### src/hdl/rob_pkg.sv
`default_nettype none

package rob_pkg;

    localparam int TAG_W  = 4;                    // Tag width for ROB_DEPTH up to 16
    localparam int DATA_W = 32;                   // Operand and result width
    localparam int REG_W  = 5;                    // 32 architectural registers

    typedef logic [DATA_W-1:0] data_t;            // Operand or result word
    typedef logic [REG_W-1:0]  reg_addr_t;        // Architectural register index
    typedef logic [TAG_W-1:0]  rob_tag_t;         // Reorder-buffer entry index
    typedef logic [TAG_W:0]    cnt_t;             // Entry or credit count up to 16

    typedef enum logic [2:0] {
        OP_ADD,
        OP_SUB,
        OP_XOR,
        OP_AND,
        OP_MUL                                    // Only op routed to the multiplier
    } op_e;

    typedef struct packed {
        op_e       op;
        reg_addr_t rd;                            // Destination register
        data_t     a;
        data_t     b;
    } instr_t;                                    // Instruction entering the core

    typedef struct packed {
        op_e      op;
        rob_tag_t tag;                            // Entry the result belongs to
        logic     epoch;                          // Epoch at allocation
        data_t    a;
        data_t    b;
    } issue_t;                                    // Dispatch to execution unit

    typedef struct packed {
        rob_tag_t tag;
        logic     epoch;                          // Stale results fail the epoch match
        data_t    value;
    } result_t;                                   // Execution unit to buffer

    typedef struct packed {
        reg_addr_t rd;
        data_t     value;
        rob_tag_t  tag;                           // Retired entry
    } commit_t;                                   // Buffer to writeback and out

endpackage

`default_nettype wire

### src/hdl/commit_writeback.sv
`default_nettype none

module commit_writeback import rob_pkg::*; (
    input  wire logic      clk,
    input  wire logic      rst,
    input  wire logic      commit_in_valid,
    input  wire commit_t   commit_in,         // Retirement from the buffer
    input  wire reg_addr_t rd_addr,           // Debug read port
    output logic           commit_valid,
    output commit_t        commit,
    output data_t          rd_data
);

    data_t regs [32];                         // Architectural register file

    assign rd_data = regs[rd_addr];           // Combinational read

    always_ff @(posedge clk or posedge rst) begin
        if (rst) begin
            for (int i = 0; i < 32; i++) begin
                regs[i] <= '0;                // Architectural state starts at zero
            end
        end else if (commit_in_valid) begin
            regs[commit_in.rd] <= commit_in.value; // R0 is an ordinary register
        end
    end

    always_ff @(posedge clk or posedge rst) begin
        if (rst) begin
            commit_valid <= 1'b0;
        end else begin
            commit_valid <= commit_in_valid;  // One cycle behind the buffer
        end
    end

    always_ff @(posedge clk) begin
        if (commit_in_valid) begin
            commit <= commit_in;
        end
    end

endmodule

`default_nettype wire

### src/hdl/dispatch_decode.sv
`default_nettype none

module dispatch_decode import rob_pkg::*; #(
    parameter int ROB_DEPTH = 8                   // Credits after reset
) (
    input  wire logic     clk,
    input  wire logic     rst,
    input  wire logic     in_valid,
    input  wire instr_t   in_instr,
    input  wire rob_tag_t alloc_tag,              // Tail tag from the buffer
    input  wire logic     alloc_epoch,            // Current buffer epoch
    input  wire logic     credit_valid,
    input  wire cnt_t     credit_count,           // Entries freed by retire or squash
    input  wire logic     squash_valid,
    output logic          in_ready,
    output logic          alloc_valid,
    output reg_addr_t     alloc_rd,
    output logic          alu_issue_valid,
    output issue_t        alu_issue,
    output logic          mul_issue_valid,
    output issue_t        mul_issue
);

    cnt_t   credits;                              // Free buffer entries as seen here
    logic   accept;                               // Instruction transfer this cycle
    logic   is_mul;                               // Steers to the multiplier path
    issue_t issue_d;                              // Packet built from the input

    assign in_ready    = (credits != '0) && !squash_valid; // Squash blocks allocation
    assign accept      = in_valid && in_ready;
    assign is_mul      = in_instr.op == OP_MUL;
    assign alloc_valid = accept;                  // Buffer writes the entry on this edge
    assign alloc_rd    = in_instr.rd;

    assign issue_d = '{op: in_instr.op, tag: alloc_tag, epoch: alloc_epoch,
                       a: in_instr.a, b: in_instr.b};

    always_ff @(posedge clk or posedge rst) begin
        if (rst) begin
            credits         <= cnt_t'(ROB_DEPTH); // Buffer starts empty
            alu_issue_valid <= 1'b0;
            mul_issue_valid <= 1'b0;
        end else begin
            credits         <= credits + (credit_valid ? credit_count : '0) - cnt_t'(accept);
            alu_issue_valid <= accept && !is_mul;
            mul_issue_valid <= accept && is_mul;
        end
    end

    always_ff @(posedge clk) begin
        if (accept && !is_mul) alu_issue <= issue_d;
        if (accept && is_mul) mul_issue <= issue_d;
    end

    // Credits must track buffer occupancy; an underflow wraps above ROB_DEPTH too
    a_credit_range: assert property (@(posedge clk) disable iff (rst)
        credits <= cnt_t'(ROB_DEPTH));

endmodule

`default_nettype wire

### src/hdl/exec_alu.sv
`default_nettype none

module exec_alu import rob_pkg::*; (
    input  wire logic   clk,
    input  wire logic   rst,
    input  wire logic   issue_valid,
    input  wire issue_t issue,
    output logic        result_valid,
    output result_t     result
);

    data_t value;                                 // Combinational ALU output

    always_comb begin
        case (issue.op)
            OP_ADD:  value = issue.a + issue.b;
            OP_SUB:  value = issue.a - issue.b;
            OP_XOR:  value = issue.a ^ issue.b;
            OP_AND:  value = issue.a & issue.b;
            default: value = '0;                  // Mul never lands here
        endcase
    end

    always_ff @(posedge clk or posedge rst) begin
        if (rst) begin
            result_valid <= 1'b0;
        end else begin
            result_valid <= issue_valid;          // One cycle, no back-pressure
        end
    end

    always_ff @(posedge clk) begin
        if (issue_valid) begin
            result.tag   <= issue.tag;            // Tag and epoch ride along
            result.epoch <= issue.epoch;
            result.value <= value;
        end
    end

    // Dispatch steers every multiply to exec_mul
    a_no_mul: assert property (@(posedge clk) disable iff (rst)
        issue_valid |-> issue.op != OP_MUL);

endmodule

`default_nettype wire

### src/hdl/exec_mul.sv
`default_nettype none

module exec_mul import rob_pkg::*; (
    input  wire logic   clk,
    input  wire logic   rst,
    input  wire logic   issue_valid,
    input  wire issue_t issue,
    output logic        result_valid,
    output result_t     result
);

    logic    s1_valid;                            // Operand stage
    issue_t  s1;
    logic    s2_valid;                            // Product stage
    result_t s2;

    always_ff @(posedge clk or posedge rst) begin
        if (rst) begin
            s1_valid     <= 1'b0;
            s2_valid     <= 1'b0;
            result_valid <= 1'b0;
        end else begin
            s1_valid     <= issue_valid;          // Up to three multiplies in flight
            s2_valid     <= s1_valid;
            result_valid <= s2_valid;
        end
    end

    always_ff @(posedge clk) begin
        if (issue_valid) begin
            s1 <= issue;                          // Register the operands
        end
        if (s1_valid) begin
            s2.tag   <= s1.tag;
            s2.epoch <= s1.epoch;
            s2.value <= s1.a * s1.b;              // Low 32 bits of the product
        end
        if (s2_valid) begin
            result <= s2;                         // Output register
        end
    end

    // Only multiplies are routed here by dispatch
    a_only_mul: assert property (@(posedge clk) disable iff (rst)
        issue_valid |-> issue.op == OP_MUL);

endmodule

`default_nettype wire

### src/hdl/ooo_core_top.sv
`default_nettype none

module ooo_core_top import rob_pkg::*; #(
    parameter int ROB_DEPTH = 8
) (
    input  wire logic      clk,
    input  wire logic      rst,
    input  wire logic      in_valid,
    input  wire instr_t    in_instr,
    input  wire logic      squash_valid,
    input  wire rob_tag_t  squash_tag,
    input  wire reg_addr_t rd_addr,
    output logic           in_ready,
    output logic           commit_valid,
    output commit_t        commit,
    output data_t          rd_data
);

    logic      alloc_valid;
    reg_addr_t alloc_rd;
    rob_tag_t  alloc_tag;
    logic      alloc_epoch;
    logic      credit_valid;
    cnt_t      credit_count;
    logic      alu_issue_valid;
    issue_t    alu_issue;
    logic      mul_issue_valid;
    issue_t    mul_issue;
    logic      alu_result_valid;
    result_t   alu_result;
    logic      mul_result_valid;
    result_t   mul_result;
    logic      rob_commit_valid;                  // Buffer side of the commit stream
    commit_t   rob_commit;

    dispatch_decode #(.ROB_DEPTH(ROB_DEPTH)) u_dispatch (
        .clk, .rst, .in_valid, .in_instr, .alloc_tag, .alloc_epoch,
        .credit_valid, .credit_count, .squash_valid, .in_ready, .alloc_valid,
        .alloc_rd, .alu_issue_valid, .alu_issue, .mul_issue_valid, .mul_issue);

    exec_alu u_alu (.clk, .rst, .issue_valid(alu_issue_valid), .issue(alu_issue),
        .result_valid(alu_result_valid), .result(alu_result));

    exec_mul u_mul (.clk, .rst, .issue_valid(mul_issue_valid), .issue(mul_issue),
        .result_valid(mul_result_valid), .result(mul_result));

    reorder_buffer #(.ROB_DEPTH(ROB_DEPTH)) u_rob (
        .clk, .rst, .alloc_valid, .alloc_rd, .alu_result_valid, .alu_result,
        .mul_result_valid, .mul_result, .squash_valid, .squash_tag, .alloc_tag,
        .alloc_epoch, .credit_valid, .credit_count,
        .commit_valid(rob_commit_valid), .commit(rob_commit));

    commit_writeback u_wb (.clk, .rst, .commit_in_valid(rob_commit_valid),
        .commit_in(rob_commit), .rd_addr, .commit_valid, .commit, .rd_data);

endmodule

`default_nettype wire

### src/hdl/reorder_buffer.sv
`default_nettype none

module reorder_buffer import rob_pkg::*; #(
    parameter int ROB_DEPTH = 8                   // Power of two, up to 16
) (
    input  wire logic      clk,
    input  wire logic      rst,
    input  wire logic      alloc_valid,
    input  wire reg_addr_t alloc_rd,
    input  wire logic      alu_result_valid,
    input  wire result_t   alu_result,
    input  wire logic      mul_result_valid,
    input  wire result_t   mul_result,
    input  wire logic      squash_valid,
    input  wire rob_tag_t  squash_tag,            // Last entry that survives
    output rob_tag_t       alloc_tag,
    output logic           alloc_epoch,
    output logic           credit_valid,
    output cnt_t           credit_count,
    output logic           commit_valid,
    output commit_t        commit
);

    localparam int PTR_W = $clog2(ROB_DEPTH);

    typedef logic [PTR_W-1:0] ptr_t;              // Wraps at ROB_DEPTH
    typedef enum logic {ROB_RUN, ROB_SQUASH} rob_state_e;

    rob_state_e           state;
    ptr_t                 head;                   // Oldest entry
    ptr_t                 tail;                   // Next entry to allocate
    cnt_t                 count;                  // Occupied entries
    logic                 epoch;                  // Toggles on every squash
    logic [ROB_DEPTH-1:0] busy;
    logic [ROB_DEPTH-1:0] ready;                  // Result has arrived
    logic [ROB_DEPTH-1:0] ent_epoch;
    reg_addr_t            ent_rd [ROB_DEPTH];
    data_t                ent_value [ROB_DEPTH];
    ptr_t                 sq_ptr;
    ptr_t                 alu_idx;
    ptr_t                 mul_idx;
    logic                 alu_hit;                // Result matches a live entry
    logic                 mul_hit;
    cnt_t                 kept;                   // Entries up to and including squash_tag
    logic                 retire;

    // Distance from the head in program order
    function automatic ptr_t age_of(input ptr_t idx);
        return idx - head;
    endfunction

    assign sq_ptr      = squash_tag[PTR_W-1:0];
    assign alu_idx     = alu_result.tag[PTR_W-1:0];
    assign mul_idx     = mul_result.tag[PTR_W-1:0];
    assign alu_hit     = alu_result_valid && busy[alu_idx] &&
                         (ent_epoch[alu_idx] == alu_result.epoch);
    assign mul_hit     = mul_result_valid && busy[mul_idx] &&
                         (ent_epoch[mul_idx] == mul_result.epoch);
    assign kept        = cnt_t'(ptr_t'(sq_ptr - head)) + cnt_t'(1);
    assign retire      = (state == ROB_RUN) && !squash_valid && busy[head] && ready[head];
    assign alloc_tag   = rob_tag_t'(tail);
    assign alloc_epoch = epoch;

    always_ff @(posedge clk or posedge rst) begin
        if (rst) begin
            state        <= ROB_RUN;
            head         <= '0;
            tail         <= '0;
            count        <= '0;
            epoch        <= 1'b0;
            busy         <= '0;
            ready        <= '0;
            ent_epoch    <= '0;
            credit_valid <= 1'b0;
            credit_count <= '0;
            commit_valid <= 1'b0;
        end else begin
            credit_valid <= retire || squash_valid;
            credit_count <= squash_valid ? count - kept : cnt_t'(1); // Squash returns dropped
            commit_valid <= retire;
            if (alloc_valid && !squash_valid) begin // Squash wins over allocation
                busy[tail]      <= 1'b1;
                ready[tail]     <= 1'b0;
                ent_epoch[tail] <= epoch;
                tail            <= tail + ptr_t'(1);
            end
            if (alu_hit) ready[alu_idx] <= 1'b1;
            if (mul_hit) ready[mul_idx] <= 1'b1;
            if (retire) begin
                busy[head]  <= 1'b0;
                ready[head] <= 1'b0;
                head        <= head + ptr_t'(1);
            end
            if (squash_valid) begin
                for (int i = 0; i < ROB_DEPTH; i++) begin
                    if (age_of(ptr_t'(i)) > age_of(sq_ptr)) begin
                        busy[i]  <= 1'b0; // Younger than the squash point
                        ready[i] <= 1'b0;
                    end
                end
                tail  <= sq_ptr + ptr_t'(1);       // Roll allocation back
                count <= kept;
                epoch <= ~epoch;                   // In-flight results go stale
                state <= ROB_SQUASH;
            end else begin
                count <= count + cnt_t'(alloc_valid) - cnt_t'(retire);
                state <= ROB_RUN;                  // Retirement resumes after rollback
            end
        end
    end

    always_ff @(posedge clk) begin
        if (alloc_valid && !squash_valid) ent_rd[tail] <= alloc_rd;
        if (alu_hit) ent_value[alu_idx] <= alu_result.value;
        if (mul_hit) ent_value[mul_idx] <= mul_result.value;
        if (retire) begin
            commit.rd    <= ent_rd[head];
            commit.value <= ent_value[head];
            commit.tag   <= rob_tag_t'(head);
        end
    end

    // Dispatch credits must keep allocation off a full buffer
    a_no_alloc_full: assert property (@(posedge clk) disable iff (rst)
        alloc_valid |-> count < cnt_t'(ROB_DEPTH));

    a_squash_live: assert property (@(posedge clk) disable iff (rst)
        squash_valid |-> busy[sq_ptr]);

endmodule

`default_nettype wire

### config.mk
export PLATFORM = sky130hd
export DESIGN_NAME = ooo_core_top
export DESIGN_NICKNAME = d
export VERILOG_FILES = /design/src/hdl/rob_pkg.sv /design/src/hdl/commit_writeback.sv /design/src/hdl/dispatch_decode.sv /design/src/hdl/exec_alu.sv /design/src/hdl/exec_mul.sv /design/src/hdl/ooo_core_top.sv /design/src/hdl/reorder_buffer.sv
export SDC_FILE = /design/constraint.sdc
export NUM_CORES = 2
export LEC_CHECK = 0
export BUFFER_PORTS_ARGS = -buffer_cell sky130_fd_sc_hd__buf_2
export CAP_MARGIN = 20
export CORE_MARGIN = 2
export CORE_UTILIZATION = 48
export DETAILED_ROUTE_END_ITERATION = 10
export GPL_ROUTABILITY_DRIVEN = 0
export PLACE_DENSITY = 0.66
export SYNTH_ARGS = -nofsm -noshare
export SYNTH_HDL_FRONTEND = slang
export SYNTH_HIERARCHICAL = 1
export SYNTH_SLANG_ARGS = --single-unit
### constraint.sdc
create_clock -name clk -period 32.5 [get_ports clk]
set_input_delay 4.875 -clock clk [delete_from_list [all_inputs] [get_ports clk]]
set_output_delay 4.875 -clock clk [all_outputs]
set_load 0.005 [all_outputs]
Word-level counts from Yosys, hierarchy flattened

Memory sizes are Yosys's and may differ from the RTL's. A register that Yosys moved wholly into a read port is not among the register bits.
Index checks and enable logic that the tools add are counted.

Memories kept: 2
Word-level logic and storage cells: 226
Memory bits (writable): 296
Output and inout bits: 75
Bits of input ports: 85
Bits in registers: 1438

Memories:

| memory          | depth | bits a word | rd ports | clocked after Yosys merged registers in | write ports | RTL line             | text |
|---|---|---|---|---|---|---|---|
| u_rob.ent_value | 8     | 32          | 1        | 1                                       | 2           | reorder_buffer.sv:38 | `data_t ent_value [ROB_DEPTH];` |
| u_rob.ent_rd    | 8     | 5           | 1        | 1                                       | 1           | reorder_buffer.sv:37 | `reg_addr_t ent_rd [ROB_DEPTH];` |

Add/sub/neg operators: 20
Order comparisons: 19
Reduce and logical (&&, ||, !) cells: 23
Mux-type cells: 64
Multiply operators: 1
Equality and inequality tests: 6
Bitwise operators: 14

Operators with widths:

| operator                                                           | count |
|---|---|
| bitwise mux 1024 bit                                               | 1 |
| binary-select mux 32 bit (select 5 bit)                            | 1 |
| demux 32 bit (select 5 bit)                                        | 1 |
| one-hot mux 32 bit (4 select lines)                                | 1 |
| 2-to-1 mux 32 bit                                                  | 3 |
| 2-to-1 mux 8 bit                                                   | 8 |
| 2-to-1 mux 1 bit                                                   | 33 |
| adder 32 bit                                                       | 1 |
| bitwise AND 32 bit                                                 | 1 |
| multiplier 32 x 32 -> 32 bit                                       | 1 |
| subtractor 32 bit                                                  | 1 |
| bitwise XOR 32 bit                                                 | 1 |
| bitwise AND 8 bit                                                  | 3 |
| greater-than comparator 3 bit                                      | 8 |
| bitwise OR 8 bit                                                   | 3 |
| binary-select mux 1 bit (select 3 bit)                             | 6 |
| logical AND 1 bit                                                  | 17 |
| less-than comparator 3 x 4 -> 1 bit (second input constant)        | 4 |
| NOT 8 bit                                                          | 2 |
| 2-to-1 mux 5 bit                                                   | 3 |
| demux 1 bit (select 3 bit)                                         | 4 |
| greater-or-equal comparator 3 x 1 -> 1 bit (second input constant) | 4 |
| greater-or-equal comparator 6 bit (second input constant)          | 2 |
| NOT 5 -> 6 bit                                                     | 2 |
| other kinds (23)                                                   | 36 |

Longest topological paths before layout

Depth in word-level cells: 15
Gate-level depth with buffers: 26

By module

Netlist, hierarchy kept.

By module, submodules not included:

| module           | sequential area each (sq um) | times used | cells an instance | area each (sq um) |
|---|---|---|---|---|
| commit_writeback | 26880.8                      | 1          | 3490              | 48740.5 |
| exec_mul         | 4369.2                       | 1          | 1849              | 20116.8 |
| reorder_buffer   | 11190.7                      | 1          | 1192              | 19337.3 |
| dispatch_decode  | 4500.6                       | 1          | 197               | 4838.4 |
| exec_alu         | 1136.1                       | 1          | 500               | 4416.7 |

Least setup slack after synthesis

No wires, ideal clock.

Path type: in2out
Start point: input port rd_addr[1]
End point: output port rd_data[10]
Setup slack: 21.541 ns
Data arrival time: 6.084 ns
Stages: 8
Required time: 27.625 ns
Path through: buf_2 buf_4 buf_2 buf_2 mux2i_1 nand2_1 a31oi_1 nand3_1

Cells in the longest elaborated chain, start to end: 4

RTL lines:

| what                                                 | RTL line               | text |
|---|---|---|
| start, declared                                      | ooo_core_top.sv:12     | `input wire reg_addr_t rd_addr,` |
| NOT 5 -> 6 bit (not written as such)                 | commit_writeback.sv:16 | `assign rd_data = regs[rd_addr];` |
| binary-select mux 32 bit (select 5 bit)              | commit_writeback.sv:16 |  |
| 2-to-1 mux 32 bit (not written as such) (2 in a row) | commit_writeback.sv:16 |  |
| end, declared                                        | ooo_core_top.sv:16     | `output data_t rd_data` |

No other way between the ends. The select of a mux whose other input is x is not followed.

Worst setup path after layout

Start point: input port rd_addr[1]
End point: output port rd_data[29]

Same word-level chain as after synthesis.

==> results.json <==
{
  "status": "finished clean",
  "grt_pass1_wl_mm": 373,
  "cts_tree": "yes",
  "path_max_fanout": 84,
  "wl_mm": 244,
  "clock-skew-final_ns": 0.0671,
  "portBuffers": 158,
  "use_met2_pct": 41.2,
  "final_cells": 10100,
  "numCtsBuffers": 188,
  "path_cells": "buf_8, buf_4, buf_4, buf_4, mux2i_1, a22oi_1, a31oi_1, nand3_1, buf_2",
  "drt-vias-per-instance": 5.68,
  "busiest_layer": "met2",
  "dr.first_iter.drc_count": 3700,
  "hold_buffers": 0,
  "power_density_nw_per_um2": 56.7,
  "stdcell_area_um2": 106000,
  "cpPeakStageDelay_ns": 0.88,
  "fin_crit_sh_pct": 44.0,
  "synthToLayoutAreaGrowth_pct": 9.57,
  "crit_required_ns": 27.62,
  "r2r-start": "u_mul/s1[8]",
  "die_area_um2": 206000,
  "nNetsFinal": 7947,
  "worst_setup_path_end_kind": "output pin",
  "rsz0062_at_grt": "false",
  "syn_avg_cell_area_um2": 13.5,
  "syn-num-nets": 7944,
  "period_needed_ns": 14.28,
  "rr_worst_depth": 21,
  "relSlewSlack_pct": 21.8,
  "hp-start": "u_dispatch/mul_issue[0]",
  "die_w_um": 454,
  "track_usage_pct": 23.8,
  "cp_slowest_cell": "buf_4",
  "p_leak_nw": 48.4,
  "final_hold_viol_count": 0,
  "fmaxAchievable_ghz": 0.0700,
  "ant_nets": 0,
  "setup_violations": 0,
  "syn_inst": 7218,
  "dr.pass1.iters": 5,
  "die_h_um": 454,
  "fin_tns_setup_ns": 0,
  "cts_sinks": 1772,
  "reg2reg_slack_ns": 24.83,
  "cp_top_family": "buffers and inverters",
  "root_buffer": "clkbuf_16",
  "place_area_um2": 99800,
  "hp-class": "register to register",
  "fill_cells": 16700,
  "hold_path_end": "u_mul/s1[0]",
  "final_max_slew_viol_count": 0,
  "vdd_drop_max_v": 0.0000836,
  "grt_pass1_vias": 60200,
  "overflow": 0,
  "clk-insertion-delay-late_ns": 0.84,
  "r2r_end": "u_mul/s2[31]",
  "drv_cap": 0,
  "cp.arrival_ns": 9.41,
  "num_vias": 57200,
  "post-place-cells": 9684,
  "met3_usage_pct": 2.78,
  "start_kind": "input pin",
  "avgRoutedWirePerCell_um": 24.2,
  "cts.repair.resized": 0,
  "remaining_drc_errors": 0,
  "grt_max_degree": 197,
  "worst_slew_pin_slew_ns": 1.17,
  "antenna_found_initial": 6,
  "worstHoldPathCells": 0,
  "dp_hpwl_mm": 147,
  "postCtsSetupBuffers": 0,
  "clk_transition_reported_paths_ns": 0.06,
  "coreArea_um2": 202000,
  "rows": 165,
  "met1_usage_pct": 30.9,
  "ctsHtreeMaxLevel": 4,
  "start_util_pct": 48.2,
  "final_util_pct": 52.8,
  "path_buf_inv": 5,
  "netlist_area_um2": 97200,
  "critical_path_class": "input pin to output pin",
  "critical_path_depth": 9,
  "drive_above_1_share_pct": 27.1,
  "crit_top_cell": "buf_4",
  "io_pins": 160,
  "yosys_warnings": 6,
  "cts_buffer_depth": 3
}
[worst max path at each step]
stage | from | to | slack, ns
after floorplan | rst | u_wb/commit_valid | 13.50
after global placement | rd_addr[1] | rd_data[29] | 18.25
after detailed placement | rd_addr[1] | rd_data[29] | 18.21
after CTS | rd_addr[1] | rd_data[29] | 18.21
after global routing | rd_addr[1] | rd_data[29] | 18.07
final | rd_addr[1] | rd_data[29] | 18.22
[state kept, by name, indices dropped and copies added, names as in the netlist, 36 cells and up]
name / cells
u_alu/result: 36
u_dispatch/alu_issue: 71
u_dispatch/mul_issue: 68
u_mul/result: 36
u_mul/s1: 68
u_mul/s2: 36
u_rob/commit: 40
u_rob/ent_rd: 40
u_rob/ent_value: 256
u_wb/commit: 41
u_wb/regs: 1024
[per-layer routing]
metal | routed length [µm] | vias up
met3 | 9470 | 377
li1 | - | 25400
met5 | 8 | -
met2 | 122000 | 1306
met4 | 8260 | 2
met1 | 104000 | 30100
[metrics by stage]
stage,total power [mW],setup WS (ns),hold WS [ns]
6_report,6.04,18.22,0.412
3_5_place_dp,4.00,18.21,0.405
5_1_grt,6.35,18.07,0.411
3_3_place_gp,3.96,18.25,0.400
4_1_cts,6.10,18.21,0.409
2_1_floorplan,3.60,13.50,0.400
[worst register-to-register path: cells and delay by family, from the launching register on]
kind / cells / cell delay (ns)
and+or+nand+nor: 1 / 0.20
DFF: 1 / 1.13
adders and majority gates: 9 / 3.67
xor gates and xnor gates: 1 / 0.30
AOI/OAI and AO/OA: 7 / 1.86
buffers and inverters: 3 / 0.17
[power breakdown]
| part | internal, mW | switching [mW] |
|---|---|---|
| sequential | 2.45 | 0.0638 |
| combinational | 0.623 | 0.810 |
| clock | 1.19 | 0.909 |
| total | 4.26 | 1.78 |
[layout make-up]
type                    count  area, µm²  share of cell area [%]
clock buffers             273       5350                    5.03
well taps                2672       3340                    3.14
flip-flops and latches   1772      47800                    44.9
inverters                 415       1560                    1.47
multi-input cells        4549      45300                    42.5
diodes                      4       10.0                 0.00940
repair buffers            295       2340                    2.20
clock inverters            80        783                   0.736
[layout by cell type, fill, tap and decap left out, types with 46 or more instances in the layout]
cell type,count
ha_1,228
edfxtp_1,692
nand2_1,466
clkbuf_16,188
buf_4,108
inv_1,410
buf_2,157
fa_1,413
mux2_2,1134
a21oi_1,185
a22oi_1,110
nor3_1,46
and2_1,374
a31oi_1,49
nand3_1,128
clkbuf_1,52
dfrtp_1,1074
a22o_1,64
mux4_2,77
xnor2_1,108
xor2_1,61
nor2_1,91
mux2_4,120
mux2i_1,537
o21ai_0,53
Power figures use the tool's default switching activity.
